$ cat src/hdl/conv_settings.svh
`ifndef CONV_SETTINGS_SVH
`define CONV_SETTINGS_SVH

// window geometry
`define CONV_TAPS 9
`define CONV_KSIZE 3

// bus and data widths
`define CONV_ADDR_W 32
`define CONV_DATA_W 8
`define CONV_CODE_W 2

// bits 12:5 of a tap sum are kept
`define CONV_ACC_SHIFT 5

// shape limits
`define CONV_MAX_DIM 16
`define CONV_DIM_W 5

`endif

$ cat src/hdl/conv_pkg.sv
`default_nettype none

`include "conv_settings.svh"

package conv_pkg;

  typedef logic [`CONV_ADDR_W-1:0] addr_t;
  typedef logic [`CONV_DIM_W-1:0] dim_t;
  typedef logic signed [`CONV_DATA_W-1:0] pixel_t;

  // nine 2-bit codes into a four-byte codebook
  typedef logic [`CONV_TAPS*`CONV_CODE_W-1:0] weight_word_t;
  typedef logic [(1 << `CONV_CODE_W)*`CONV_DATA_W-1:0] codebook_t;

  typedef pixel_t [`CONV_TAPS-1:0] tap_array_t;

  // nine 16-bit products need four more bits
  typedef logic signed [2*`CONV_DATA_W+3:0] sum_t;

  typedef struct packed {
    addr_t addr;
    logic  first_channel;
  } pixel_tag_t;

  typedef enum logic [2:0] {
    SEQ_IDLE,
    SEQ_LOAD_SHAPE,
    SEQ_LOAD_COEF,
    SEQ_WINDOW,
    SEQ_DRAIN,
    SEQ_DONE
  } seq_state_t;

endpackage

`default_nettype wire

$ cat src/hdl/conv_ifs.sv
`default_nettype none

// shape and coefficient loads
interface conv_fetch_if;
  import conv_pkg::*;

  logic load_shape;
  logic load_coef;
  dim_t kernel;
  dim_t channel;
  logic done;

  modport sequencer (output load_shape, load_coef, kernel, channel, input done);
  modport fetcher (input load_shape, load_coef, kernel, channel, output done);
endinterface

// one window request per pixel
interface conv_window_if;
  import conv_pkg::*;

  logic       req;
  dim_t       channel;
  dim_t       row;
  dim_t       col;
  pixel_tag_t tag;
  logic       done;

  modport sequencer (output req, channel, row, col, tag, input done);
  modport fetcher (input req, channel, row, col, tag, output done);
endinterface

// pixel pipeline link, no back-pressure
interface conv_pixel_if #(
  parameter int DATA_W = $bits(conv_pkg::sum_t)
);
  import conv_pkg::*;

  logic              valid;
  logic [DATA_W-1:0] data;
  pixel_tag_t        tag;

  modport producer (output valid, data, tag);
  modport consumer (input valid, data, tag);
endinterface

`default_nettype wire

$ cat src/hdl/conv_sequencer.sv
`default_nettype none

module conv_sequencer (
  input  logic             clk,
  input  logic             rst,
  input  logic             start,
  output logic             finish,
  conv_fetch_if.sequencer  fetch,
  conv_window_if.sequencer win,
  input  conv_pkg::dim_t   rows,
  input  conv_pkg::dim_t   channels,
  input  conv_pkg::dim_t   kernels,
  input  logic             writer_busy,
  input  logic             mac_busy
);
  import conv_pkg::*;

  seq_state_t state;
  dim_t       kernel;
  dim_t       channel;
  dim_t       row;
  dim_t       col;
  logic       pending;
  logic       last_col;
  logic       last_row;
  logic       last_chan;
  addr_t      plane;
  pixel_tag_t tag;

  assign last_col  = (col == rows - 1'b1);
  assign last_row  = (row == rows - 1'b1);
  assign last_chan = (channel == channels - 1'b1);

  // output plane of the current kernel
  assign plane        = addr_t'(rows) * addr_t'(rows);
  assign tag.addr     = addr_t'(kernel) * plane + addr_t'(row) * addr_t'(rows) + addr_t'(col);
  assign tag.first_channel = (channel == '0);

  assign fetch.kernel  = kernel;
  assign fetch.channel = channel;

  assign win.req     = (state == SEQ_WINDOW) && !pending;
  assign win.channel = channel;
  assign win.row     = row;
  assign win.col     = col;
  assign win.tag     = tag;

  assign finish = (state == SEQ_DONE);

  always_ff @(posedge clk or posedge rst) begin
    if (rst) begin
      state            <= SEQ_IDLE;
      fetch.load_shape <= 1'b0;
      fetch.load_coef  <= 1'b0;
      pending          <= 1'b0;
      kernel           <= '0;
      channel          <= '0;
      row              <= '0;
      col              <= '0;
    end else begin
      fetch.load_shape <= 1'b0;
      fetch.load_coef  <= 1'b0;
      case (state)
        SEQ_IDLE: begin
          if (start) begin
            fetch.load_shape <= 1'b1;
            kernel           <= '0;
            channel          <= '0;
            row              <= '0;
            col              <= '0;
            state            <= SEQ_LOAD_SHAPE;
          end
        end
        SEQ_LOAD_SHAPE: begin
          if (fetch.done) state <= SEQ_DRAIN;
        end
        // coefficients only change with mac and writer empty
        SEQ_DRAIN: begin
          if (!mac_busy && !writer_busy) begin
            if (kernel == kernels) begin
              state <= SEQ_DONE;
            end else begin
              fetch.load_coef <= 1'b1;
              state           <= SEQ_LOAD_COEF;
            end
          end
        end
        SEQ_LOAD_COEF: begin
          if (fetch.done) state <= SEQ_WINDOW;
        end
        SEQ_WINDOW: begin
          if (win.req) pending <= 1'b1;
          if (win.done) begin
            pending <= 1'b0;
            if (!last_col) begin
              col <= col + 1'b1;
            end else begin
              col <= '0;
              if (!last_row) begin
                row <= row + 1'b1;
              end else begin
                row   <= '0;
                state <= SEQ_DRAIN;
                if (!last_chan) begin
                  channel <= channel + 1'b1;
                end else begin
                  channel <= '0;
                  kernel  <= kernel + 1'b1;
                end
              end
            end
          end
        end
        default: state <= SEQ_IDLE;
      endcase
    end
  end

  // one request outstanding per link
  assert property (@(posedge clk) disable iff (rst)
    win.req |=> !win.req until_with win.done);

  assert property (@(posedge clk) disable iff (rst)
    (fetch.load_shape || fetch.load_coef) |=>
      !(fetch.load_shape || fetch.load_coef) until_with fetch.done);

endmodule

`default_nettype wire

$ cat src/hdl/conv_coef_fetch.sv
`default_nettype none

`include "conv_settings.svh"

module conv_coef_fetch (
  input  logic                   clk,
  input  logic                   rst,
  input  logic                   start,
  input  conv_pkg::codebook_t    w8,
  conv_fetch_if.fetcher          fetch,
  output logic                   param_en,
  output conv_pkg::addr_t        param_addr,
  input  logic [31:0]            param_rdata,
  output logic                   bias_en,
  output conv_pkg::addr_t        bias_addr,
  input  logic [31:0]            bias_rdata,
  output logic                   weight_en,
  output conv_pkg::addr_t        weight_addr,
  input  conv_pkg::weight_word_t weight_rdata,
  output conv_pkg::dim_t         rows,
  output conv_pkg::dim_t         channels,
  output conv_pkg::dim_t         kernels,
  output conv_pkg::pixel_t       bias_slice,
  output conv_pkg::tap_array_t   weights
);
  import conv_pkg::*;

  codebook_t  codebook;
  logic [3:0] shape_pipe;
  logic [2:0] coef_pipe;

  // words 0..2 read on the three cycles after load_shape
  assign param_en   = |shape_pipe[2:0];
  assign param_addr = shape_pipe[2] ? addr_t'(2) : shape_pipe[1] ? addr_t'(1) : addr_t'(0);

  assign bias_en     = coef_pipe[0];
  assign weight_en   = coef_pipe[0];
  assign bias_addr   = addr_t'(fetch.kernel);
  assign weight_addr = addr_t'(fetch.kernel) * addr_t'(channels) + addr_t'(fetch.channel);

  assign fetch.done = shape_pipe[3] | coef_pipe[2];

  always_ff @(posedge clk or posedge rst) begin
    if (rst) begin
      shape_pipe <= '0;
      coef_pipe  <= '0;
      rows       <= '0;
      channels   <= '0;
      kernels    <= '0;
    end else begin
      shape_pipe <= {shape_pipe[2:0], fetch.load_shape};
      coef_pipe  <= {coef_pipe[1:0], fetch.load_coef};
      if (shape_pipe[1]) rows <= dim_t'(param_rdata);
      if (shape_pipe[2]) channels <= dim_t'(param_rdata);
      if (shape_pipe[3]) kernels <= dim_t'(param_rdata);
    end
  end

  always_ff @(posedge clk) begin
    if (start) codebook <= w8;
    if (coef_pipe[1]) begin
      bias_slice <= bias_rdata[`CONV_ACC_SHIFT +: `CONV_DATA_W];
      // code 0 picks the low byte
      for (int t = 0; t < `CONV_TAPS; t++) begin
        weights[t] <= codebook[weight_rdata[t*`CONV_CODE_W +: `CONV_CODE_W]*`CONV_DATA_W
                               +: `CONV_DATA_W];
      end
    end
  end

  // shape word from memory must fit the counters
  assert property (@(posedge clk) disable iff (rst)
    shape_pipe[3] |-> (rows >= 3) && (rows <= `CONV_MAX_DIM));

endmodule

`default_nettype wire

$ cat src/hdl/conv_window_fetch.sv
`default_nettype none

`include "conv_settings.svh"

module conv_window_fetch (
  input  logic            clk,
  input  logic            rst,
  conv_window_if.fetcher  win,
  input  conv_pkg::dim_t  rows,
  output logic            input_en,
  output conv_pkg::addr_t input_addr,
  input  logic [7:0]      input_rdata,
  conv_pixel_if.producer  taps
);
  import conv_pkg::*;

  dim_t       row_q;
  dim_t       col_q;
  dim_t       chan_q;
  pixel_tag_t tag_q;
  logic       active;
  logic [3:0] step;
  dim_t       cur_row;
  dim_t       cur_col;
  dim_t       cur_chan;
  logic [3:0] cur_step;
  logic       issue;
  logic [5:0] ty;
  logic [5:0] tx;
  addr_t      plane;
  addr_t      plane_base;
  logic       cap_valid;
  logic       cap_hit;
  logic [3:0] cap_idx;
  logic       out_valid;
  tap_array_t tap_q;

  // tap 0 is read in the request cycle
  assign issue    = win.req | active;
  assign cur_row  = win.req ? win.row : row_q;
  assign cur_col  = win.req ? win.col : col_q;
  assign cur_chan = win.req ? win.channel : chan_q;
  assign cur_step = win.req ? 4'd0 : step;

  // padded coordinates, one above the image ones
  assign ty = 6'(cur_row) + 6'(cur_step / `CONV_KSIZE);
  assign tx = 6'(cur_col) + 6'(cur_step % `CONV_KSIZE);

  assign plane      = addr_t'(rows) * addr_t'(rows);
  assign plane_base = addr_t'(cur_chan) * plane;

  assign input_en = issue && (ty != '0) && (ty <= 6'(rows)) && (tx != '0) && (tx <= 6'(rows));
  assign input_addr = plane_base + addr_t'(ty - 6'd1) * addr_t'(rows) + addr_t'(tx - 6'd1);

  assign win.done   = out_valid;
  assign taps.valid = out_valid;
  assign taps.data  = tap_q;
  assign taps.tag   = tag_q;

  always_ff @(posedge clk or posedge rst) begin
    if (rst) begin
      active    <= 1'b0;
      step      <= '0;
      cap_valid <= 1'b0;
      out_valid <= 1'b0;
    end else begin
      cap_valid <= issue;
      out_valid <= cap_valid && (cap_idx == 4'(`CONV_TAPS - 1));
      if (win.req) begin
        active <= 1'b1;
        step   <= 4'd1;
      end else if (active) begin
        step <= step + 1'b1;
        if (step == 4'(`CONV_TAPS - 1)) active <= 1'b0;
      end
    end
  end

  always_ff @(posedge clk) begin
    cap_idx <= cur_step;
    cap_hit <= input_en;
    if (win.req) begin
      row_q  <= win.row;
      col_q  <= win.col;
      chan_q <= win.channel;
      tag_q  <= win.tag;
    end
    // padding taps read as zero
    if (cap_valid) tap_q[cap_idx] <= cap_hit ? input_rdata : '0;
  end

  // reads belong to a window centred inside the image
  assert property (@(posedge clk) disable iff (rst)
    input_en |-> (cur_row < rows) && (cur_col < rows) && (input_addr < plane_base + plane));

endmodule

`default_nettype wire

$ cat src/hdl/conv_mac.sv
`default_nettype none

`include "conv_settings.svh"

module conv_mac (
  input  logic                 clk,
  input  logic                 rst,
  input  conv_pkg::tap_array_t weights,
  conv_pixel_if.consumer       taps,
  conv_pixel_if.producer       sum,
  output logic                 busy
);
  import conv_pkg::*;

  tap_array_t                       tap_in;
  logic signed [2*`CONV_DATA_W-1:0] prod [`CONV_TAPS];
  sum_t                             acc;
  sum_t                             sum_q;
  pixel_tag_t                       tag1;
  pixel_tag_t                       tag2;
  logic                             s1_valid;
  logic                             s2_valid;

  assign tap_in = taps.data;

  // adder tree over the registered products
  always_comb begin
    acc = '0;
    for (int t = 0; t < `CONV_TAPS; t++) begin
      acc = acc + sum_t'(prod[t]);
    end
  end

  always_ff @(posedge clk or posedge rst) begin
    if (rst) begin
      s1_valid <= 1'b0;
      s2_valid <= 1'b0;
    end else begin
      s1_valid <= taps.valid;
      s2_valid <= s1_valid;
    end
  end

  always_ff @(posedge clk) begin
    for (int t = 0; t < `CONV_TAPS; t++) begin
      prod[t] <= $signed(tap_in[t]) * $signed(weights[t]);
    end
    tag1  <= taps.tag;
    sum_q <= acc;
    tag2  <= tag1;
  end

  assign sum.valid = s2_valid;
  assign sum.data  = sum_q;
  assign sum.tag   = tag2;
  assign busy      = s1_valid | s2_valid;

endmodule

`default_nettype wire

$ cat src/hdl/conv_output_writer.sv
`default_nettype none

`include "conv_settings.svh"

module conv_output_writer (
  input  logic             clk,
  input  logic             rst,
  conv_pixel_if.consumer   sum,
  input  conv_pkg::pixel_t bias_slice,
  output logic             output_en,
  output conv_pkg::addr_t  output_addr,
  input  logic [7:0]       output_rdata,
  output logic             output_we,
  output conv_pkg::pixel_t output_wdata,
  output logic             busy
);
  import conv_pkg::*;

  sum_t   sum_in;
  pixel_t slice_q;
  logic   first_q;

  assign sum_in = sum.data;

  // read in the cycle after the sum, write one cycle later
  always_ff @(posedge clk or posedge rst) begin
    if (rst) begin
      output_en <= 1'b0;
      output_we <= 1'b0;
    end else begin
      output_en <= sum.valid;
      output_we <= output_en;
    end
  end

  always_ff @(posedge clk) begin
    if (sum.valid) begin
      output_addr <= sum.tag.addr;
      first_q     <= sum.tag.first_channel;
      slice_q     <= sum_in[`CONV_ACC_SHIFT +: `CONV_DATA_W];
    end
  end

  // old byte arrives on rdata in the write cycle, sums wrap at 8 bits
  assign output_wdata = first_q ? bias_slice + slice_q : pixel_t'(output_rdata) + slice_q;
  assign busy         = output_en | output_we;

  // pixels reach the writer at least a window apart
  assert property (@(posedge clk) disable iff (rst) output_we |=> !output_we);

endmodule

`default_nettype wire

$ cat src/hdl/conv_top.sv
`default_nettype none

module conv_top (
  input  logic                   clk,
  input  logic                   rst,
  input  logic                   start,
  input  conv_pkg::codebook_t    w8,
  output logic                   param_en,
  output conv_pkg::addr_t        param_addr,
  input  logic [31:0]            param_rdata,
  output logic                   bias_en,
  output conv_pkg::addr_t        bias_addr,
  input  logic [31:0]            bias_rdata,
  output logic                   weight_en,
  output conv_pkg::addr_t        weight_addr,
  input  conv_pkg::weight_word_t weight_rdata,
  output logic                   input_en,
  output conv_pkg::addr_t        input_addr,
  input  logic [7:0]             input_rdata,
  output logic                   output_en,
  output conv_pkg::addr_t        output_addr,
  input  logic [7:0]             output_rdata,
  output logic                   output_we,
  output logic [7:0]             output_wdata,
  output logic                   finish
);
  import conv_pkg::*;

  dim_t       rows;
  dim_t       channels;
  dim_t       kernels;
  pixel_t     bias_slice;
  tap_array_t weights;
  logic       mac_busy;
  logic       writer_busy;

  conv_fetch_if fetch_link ();
  conv_window_if win_link ();
  conv_pixel_if #(.DATA_W($bits(tap_array_t))) tap_link ();
  conv_pixel_if #(.DATA_W($bits(sum_t))) sum_link ();

  conv_sequencer i_sequencer (
    .clk         (clk),
    .rst         (rst),
    .start       (start),
    .finish      (finish),
    .fetch       (fetch_link),
    .win         (win_link),
    .rows        (rows),
    .channels    (channels),
    .kernels     (kernels),
    .writer_busy (writer_busy),
    .mac_busy    (mac_busy)
  );

  conv_coef_fetch i_coef_fetch (
    .clk          (clk),
    .rst          (rst),
    .start        (start),
    .w8           (w8),
    .fetch        (fetch_link),
    .param_en     (param_en),
    .param_addr   (param_addr),
    .param_rdata  (param_rdata),
    .bias_en      (bias_en),
    .bias_addr    (bias_addr),
    .bias_rdata   (bias_rdata),
    .weight_en    (weight_en),
    .weight_addr  (weight_addr),
    .weight_rdata (weight_rdata),
    .rows         (rows),
    .channels     (channels),
    .kernels      (kernels),
    .bias_slice   (bias_slice),
    .weights      (weights)
  );

  conv_window_fetch i_window_fetch (
    .clk         (clk),
    .rst         (rst),
    .win         (win_link),
    .rows        (rows),
    .input_en    (input_en),
    .input_addr  (input_addr),
    .input_rdata (input_rdata),
    .taps        (tap_link)
  );

  conv_mac i_mac (
    .clk     (clk),
    .rst     (rst),
    .weights (weights),
    .taps    (tap_link),
    .sum     (sum_link),
    .busy    (mac_busy)
  );

  conv_output_writer i_output_writer (
    .clk          (clk),
    .rst          (rst),
    .sum          (sum_link),
    .bias_slice   (bias_slice),
    .output_en    (output_en),
    .output_addr  (output_addr),
    .output_rdata (output_rdata),
    .output_we    (output_we),
    .output_wdata (output_wdata),
    .busy         (writer_busy)
  );

endmodule

`default_nettype wire

$ cat config.mk
export PLATFORM = sky130hd
export DESIGN_NAME = conv_top
export DESIGN_NICKNAME = d
export VERILOG_FILES = /design/src/hdl/conv_pkg.sv /design/src/hdl/conv_ifs.sv /design/src/hdl/conv_sequencer.sv /design/src/hdl/conv_coef_fetch.sv /design/src/hdl/conv_window_fetch.sv /design/src/hdl/conv_mac.sv /design/src/hdl/conv_output_writer.sv /design/src/hdl/conv_top.sv
export VERILOG_INCLUDE_DIRS = /design/src /design/src/hdl
export SDC_FILE = /design/constraint.sdc
export NUM_CORES = 2
export LEC_CHECK = 0
export BUFFER_PORTS_ARGS = -buffer_cell sky130_fd_sc_hd__buf_2
export CAP_MARGIN = 20
export CORE_UTILIZATION = 26
export DETAILED_ROUTE_END_ITERATION = 10
export PLACE_DENSITY = 0.52
export SLEW_MARGIN = 20
export SYNTH_ARGS = -nofsm -noshare
export SYNTH_HDL_FRONTEND = slang
export SYNTH_SLANG_ARGS = --single-unit
$ cat constraint.sdc
create_clock -name clk -period 10.2 [get_ports clk]
set_input_delay 1.53 -clock clk [delete_from_list [all_inputs] [get_ports clk]]
set_output_delay 1.53 -clock clk [all_outputs]
set_load 0.01 [all_outputs]
==> results.py <==
metrics = {
    "global_routing": {
        "overall_global_routing_resource_usage": 0.133,
        "globalRouteMet3Util": 0.0252,
        "grt_pass1_wl_um": 176000,
        "antenna_violations_before_repair": 15,
        "first_global_vias": 29800,
        "groute.layer.met2.usage": 0.227,
        "groute.layer.met1.usage": 0.164,
        "busiest_layer": "met2",
        "grt_max_degree": 60,
        "global_route.overflow_total": 0,
    },
    "route": {
        "drcViolationCount": 0,
        "vias": 28400,
        "drt_first_iter_violations": 1312,
        "post_drt_wl_per_cell_um": 17.2,
        "routed_wl_um": 114000,
        "detailedRoute.firstPassIterationCount": 5,
        "antenna_left": 0,
        "avgViaCountPerCell": 4.29,
    },
    "clock_network": {
        "clkTransAtPathRegs_ns": 0.06,
        "cts.path.max_buffers": 3,
        "tritoncts": "built",
        "clock_tree.htree_level_count": 2,
        "cts_buffers": 55,
        "clk_root_buffer_cell": "sky130_fd_sc_hd__clkbuf_16",
        "cts.sinks": 464,
        "hold_buffers": 0,
        "clk_latency_ns": 0.67,
    },
    "timing": {
        "finalSetupViolations": 0,
        "grt_setup_unrepaired": "yes",
        "finalHoldViolCount": 0,
        "final.period_utilization": 0.967,
        "postLayoutSetupSlackWorst_ns": 0.332,
        "timing.fmax_ghz": 0.101,
        "worstMarginPinSlew_ns": 1.11,
        "fin_hold_ws_ns": 0.324,
        "min_period_ns": 9.87,
        "timing.clock.skew_ns": 0.0459,
        "final-max-slew-violation-count": 0,
        "slew_headroom": 0.260,
    },
    "yosys": {
        "synth-warning-count": 0,
        "dominantRegCellSynth": "sky130_fd_sc_hd__edfxtp_1",
        "netlist-cell-type-count": 76,
        "synthArstFlopShare": 0.127,
        "syn_inst": 4104,
        "synth-edff-count": 226,
        "synth.avg_cell_area_um2": 10.8,
        "yosys_register_bits": 464,
        "syn-cell-area_um2": 44500,
        "synth.yosys.seq_area_share": 0.266,
    },
    "placed_design": {
        "dpl_cell_area_um2": 47900,
        "placement.setup.worst_slack_ns": 0.0998,
        "portBuffers": 162,
        "place.detailed.hpwl_um": 91000,
        "routability_driven_placement_congestion_ratio": 0.853,
    },
    "floorplanning": {
        "design.die.area_um2": 173000,
        "die-height_um": 416,
        "core_area_um2": 170000,
        "initial_utilization": 0.262,
        "io_pins": 308,
        "dieWidth_um": 416,
        "floorplan.rows": 151,
    },
    "worst_setup_path": {
        "critPathRequiredTime_ns": 8.67,
        "worst_setup_path_end_kind": "primary output",
        "ff2ff_setup_slack_ns": 1.94,
        "cp_max_fo": 8,
        "timing.critical_path.arrival_ns": 8.34,
        "worst_r2r_path_depth": 33,
        "setup.worst_path.class": "flop to primary output",
        "crit_path_start_kind": "flop",
        "crit_path_top_delay_cell": "sky130_fd_sc_hd__fa_1",
        "reg2reg_to": "i_window_fetch.taps.tag[14]$_DFFE_PP_",
        "cpPeakStageDelay_ns": 0.62,
        "worst_path_most_repeated_cell": "sky130_fd_sc_hd__fa_1",
        "critical_path.reg2reg.startpoint": "i_coef_fetch.rows[1]$_DFFE_PP0P_",
    },
    "hold_path": {
        "hold_path.startpoint": "i_mac.tag1[12]$_DFF_P_",
        "min_path_type": "flop to flop",
        "hold_path_sink": "i_mac.sum.tag[12]$_DFF_P_",
        "min_delay_path_depth": 0,
    },
    "cells_and_area": {
        "final_nets": 5481,
        "post-route-util": 0.299,
        "final-seq-area_um2": 11900,
        "design_area_um2": 50700,
        "final_layout_size_suffix_gt1_frac": 0.126,
        "multiInputGateArea_um2": 30200,
        "fillers": 17600,
        "mostFrequentLayoutCells": "sky130_fd_sc_hd__inv_1, sky130_fd_sc_hd__fa_1, sky130_fd_sc_hd__and2_1",
        "area_growth_pct": 13.9,
        "layout_commonest_cell": "sky130_fd_sc_hd__inv_1",
    },
    "status": {
        "status": "complete, no violations",
    },
    "job": {
        "drv.max_cap_violation_count": 0,
    },
}
metrics by stage:
step | cells | TNS (ns)
after floorplan | 4197 | 0
after global placement | 6475 | 0
after detailed placement | 6475 | 0
after CTS | 6589 | 0
after global routing | 6616 | -0.317
final | 6619 | 0
how the worst max path moves through the flow:
| stage | cells past startpoint | to | slack (ns) | start |
|---|---|---|---|---|
| after floorplan | 33 | input_addr[16] | 0.45 | i_sequencer.state[2]$_DFFE_PP0P_ |
| after global placement | 37 | input_addr[25] | 0.15 | i_sequencer.pending$_DFFE_PP0P_ |
| after detailed placement | 38 | input_addr[31] | 0.1 | i_sequencer.pending$_DFFE_PP0P_ |
| after CTS | 37 | input_addr[31] | 0.007 | i_sequencer.state[2]$_DFFE_PP0P_ |
| after global routing | 37 | input_addr[16] | -0.1 | i_coef_fetch.rows[1]$_DFFE_PP0P_ |
| final | 34 | input_addr[16] | 0.33 | i_coef_fetch.rows[1]$_DFFE_PP0P_ |
routing by layer:
layer,vias up,wire [um]
met5,-,83
met4,12,4820
met3,154,5870
met2,556,56500
met1,14300,46800
li1,13400,-
area by class of cell:
class | instances | area share
clock inverters | 37 | 0.00667
diodes | 11 | 0.000543
well taps | 2218 | 0.0548
clock buffers | 66 | 0.0288
multi-input cells | 2881 | 0.595
inverters | 700 | 0.0519
repair buffers | 242 | 0.0281
flip-flops and latches | 464 | 0.234
registers in the layout (all words and copies together), names as in the netlist, 8 cells and up:
signal                       flops
i_mac.sum.tag                   17
i_mac.sum.data                   8
i_coef_fetch.bias_slice          8
i_mac.prod                     117
i_coef_fetch.weights            72
i_output_writer.output_addr     16
i_mac.tag1                      17
i_window_fetch.taps.tag         17
i_output_writer.slice_q          8
i_coef_fetch.codebook           32
i_window_fetch.taps.data        72
cells in the mapped netlist (all sizes together) (9+ instances only):
master / instances / area (um2)
dfrtp: 59 / 1480
ha: 412 / 5150
o21ai: 82 / 410
nand2b: 61 / 382
o21bai: 30 / 225
nand4: 9 / 56.3
and3: 9 / 56.3
dfxtp: 179 / 3580
nand3: 22 / 110
a21oi: 119 / 599
edfxtp: 226 / 6790
a21o: 45 / 338
clkbuf: 39 / 146
nor2: 86 / 330
and2: 415 / 2600
mux2i: 10 / 100
nor3: 23 / 126
mux4: 72 / 1620
nand2: 359 / 1350
buf: 113 / 798
nor2b: 31 / 194
mux2: 15 / 169
xnor2: 218 / 1910
fa: 592 / 11900
xor2: 69 / 604
o21a: 19 / 143
inv: 699 / 2620
cells by family (layout without fill, tap and decap cells):
| kind of cell | Yosys count | in the layout | synth area share |
|---|---|---|---|
| and+or+nand+nor | 1053 | 1053 | 0.124 |
| adders and majority gates | 1004 | 1004 | 0.382 |
| buffers and inverters | 852 | 1045 | 0.0803 |
| DFF | 464 | 464 | 0.266 |
| AOI/OAI and AO/OA | 344 | 344 | 0.0473 |
| xor gates and xnor gates | 289 | 289 | 0.0575 |
| muxes | 97 | 97 | 0.0425 |
| other | 1 | 105 | 0.0000843 |
worst max-delay path, delay by kind of cell, from the launching register on:
family | cells | cell delay (ns)
AOI/OAI and AO/OA | 7 | 1.48
xor gates and xnor gates | 3 | 0.47
adders and majority gates | 10 | 4.06
buffers and inverters | 9 | 0.83
DFF | 1 | 0.38
and+or+nand+nor | 5 | 0.44
what timing repair did:
item                       4_1_cts  5_1_grt
gates cloned                     0        0
setup buffers                   11       19
pin swaps                       20       82
setup endpoints to repair       24       24
gates resized for setup         52       94
Power is left out: the tool's default activity adds up to more than one toggle a clock period on the data nets, which glitch-free logic cannot reach.
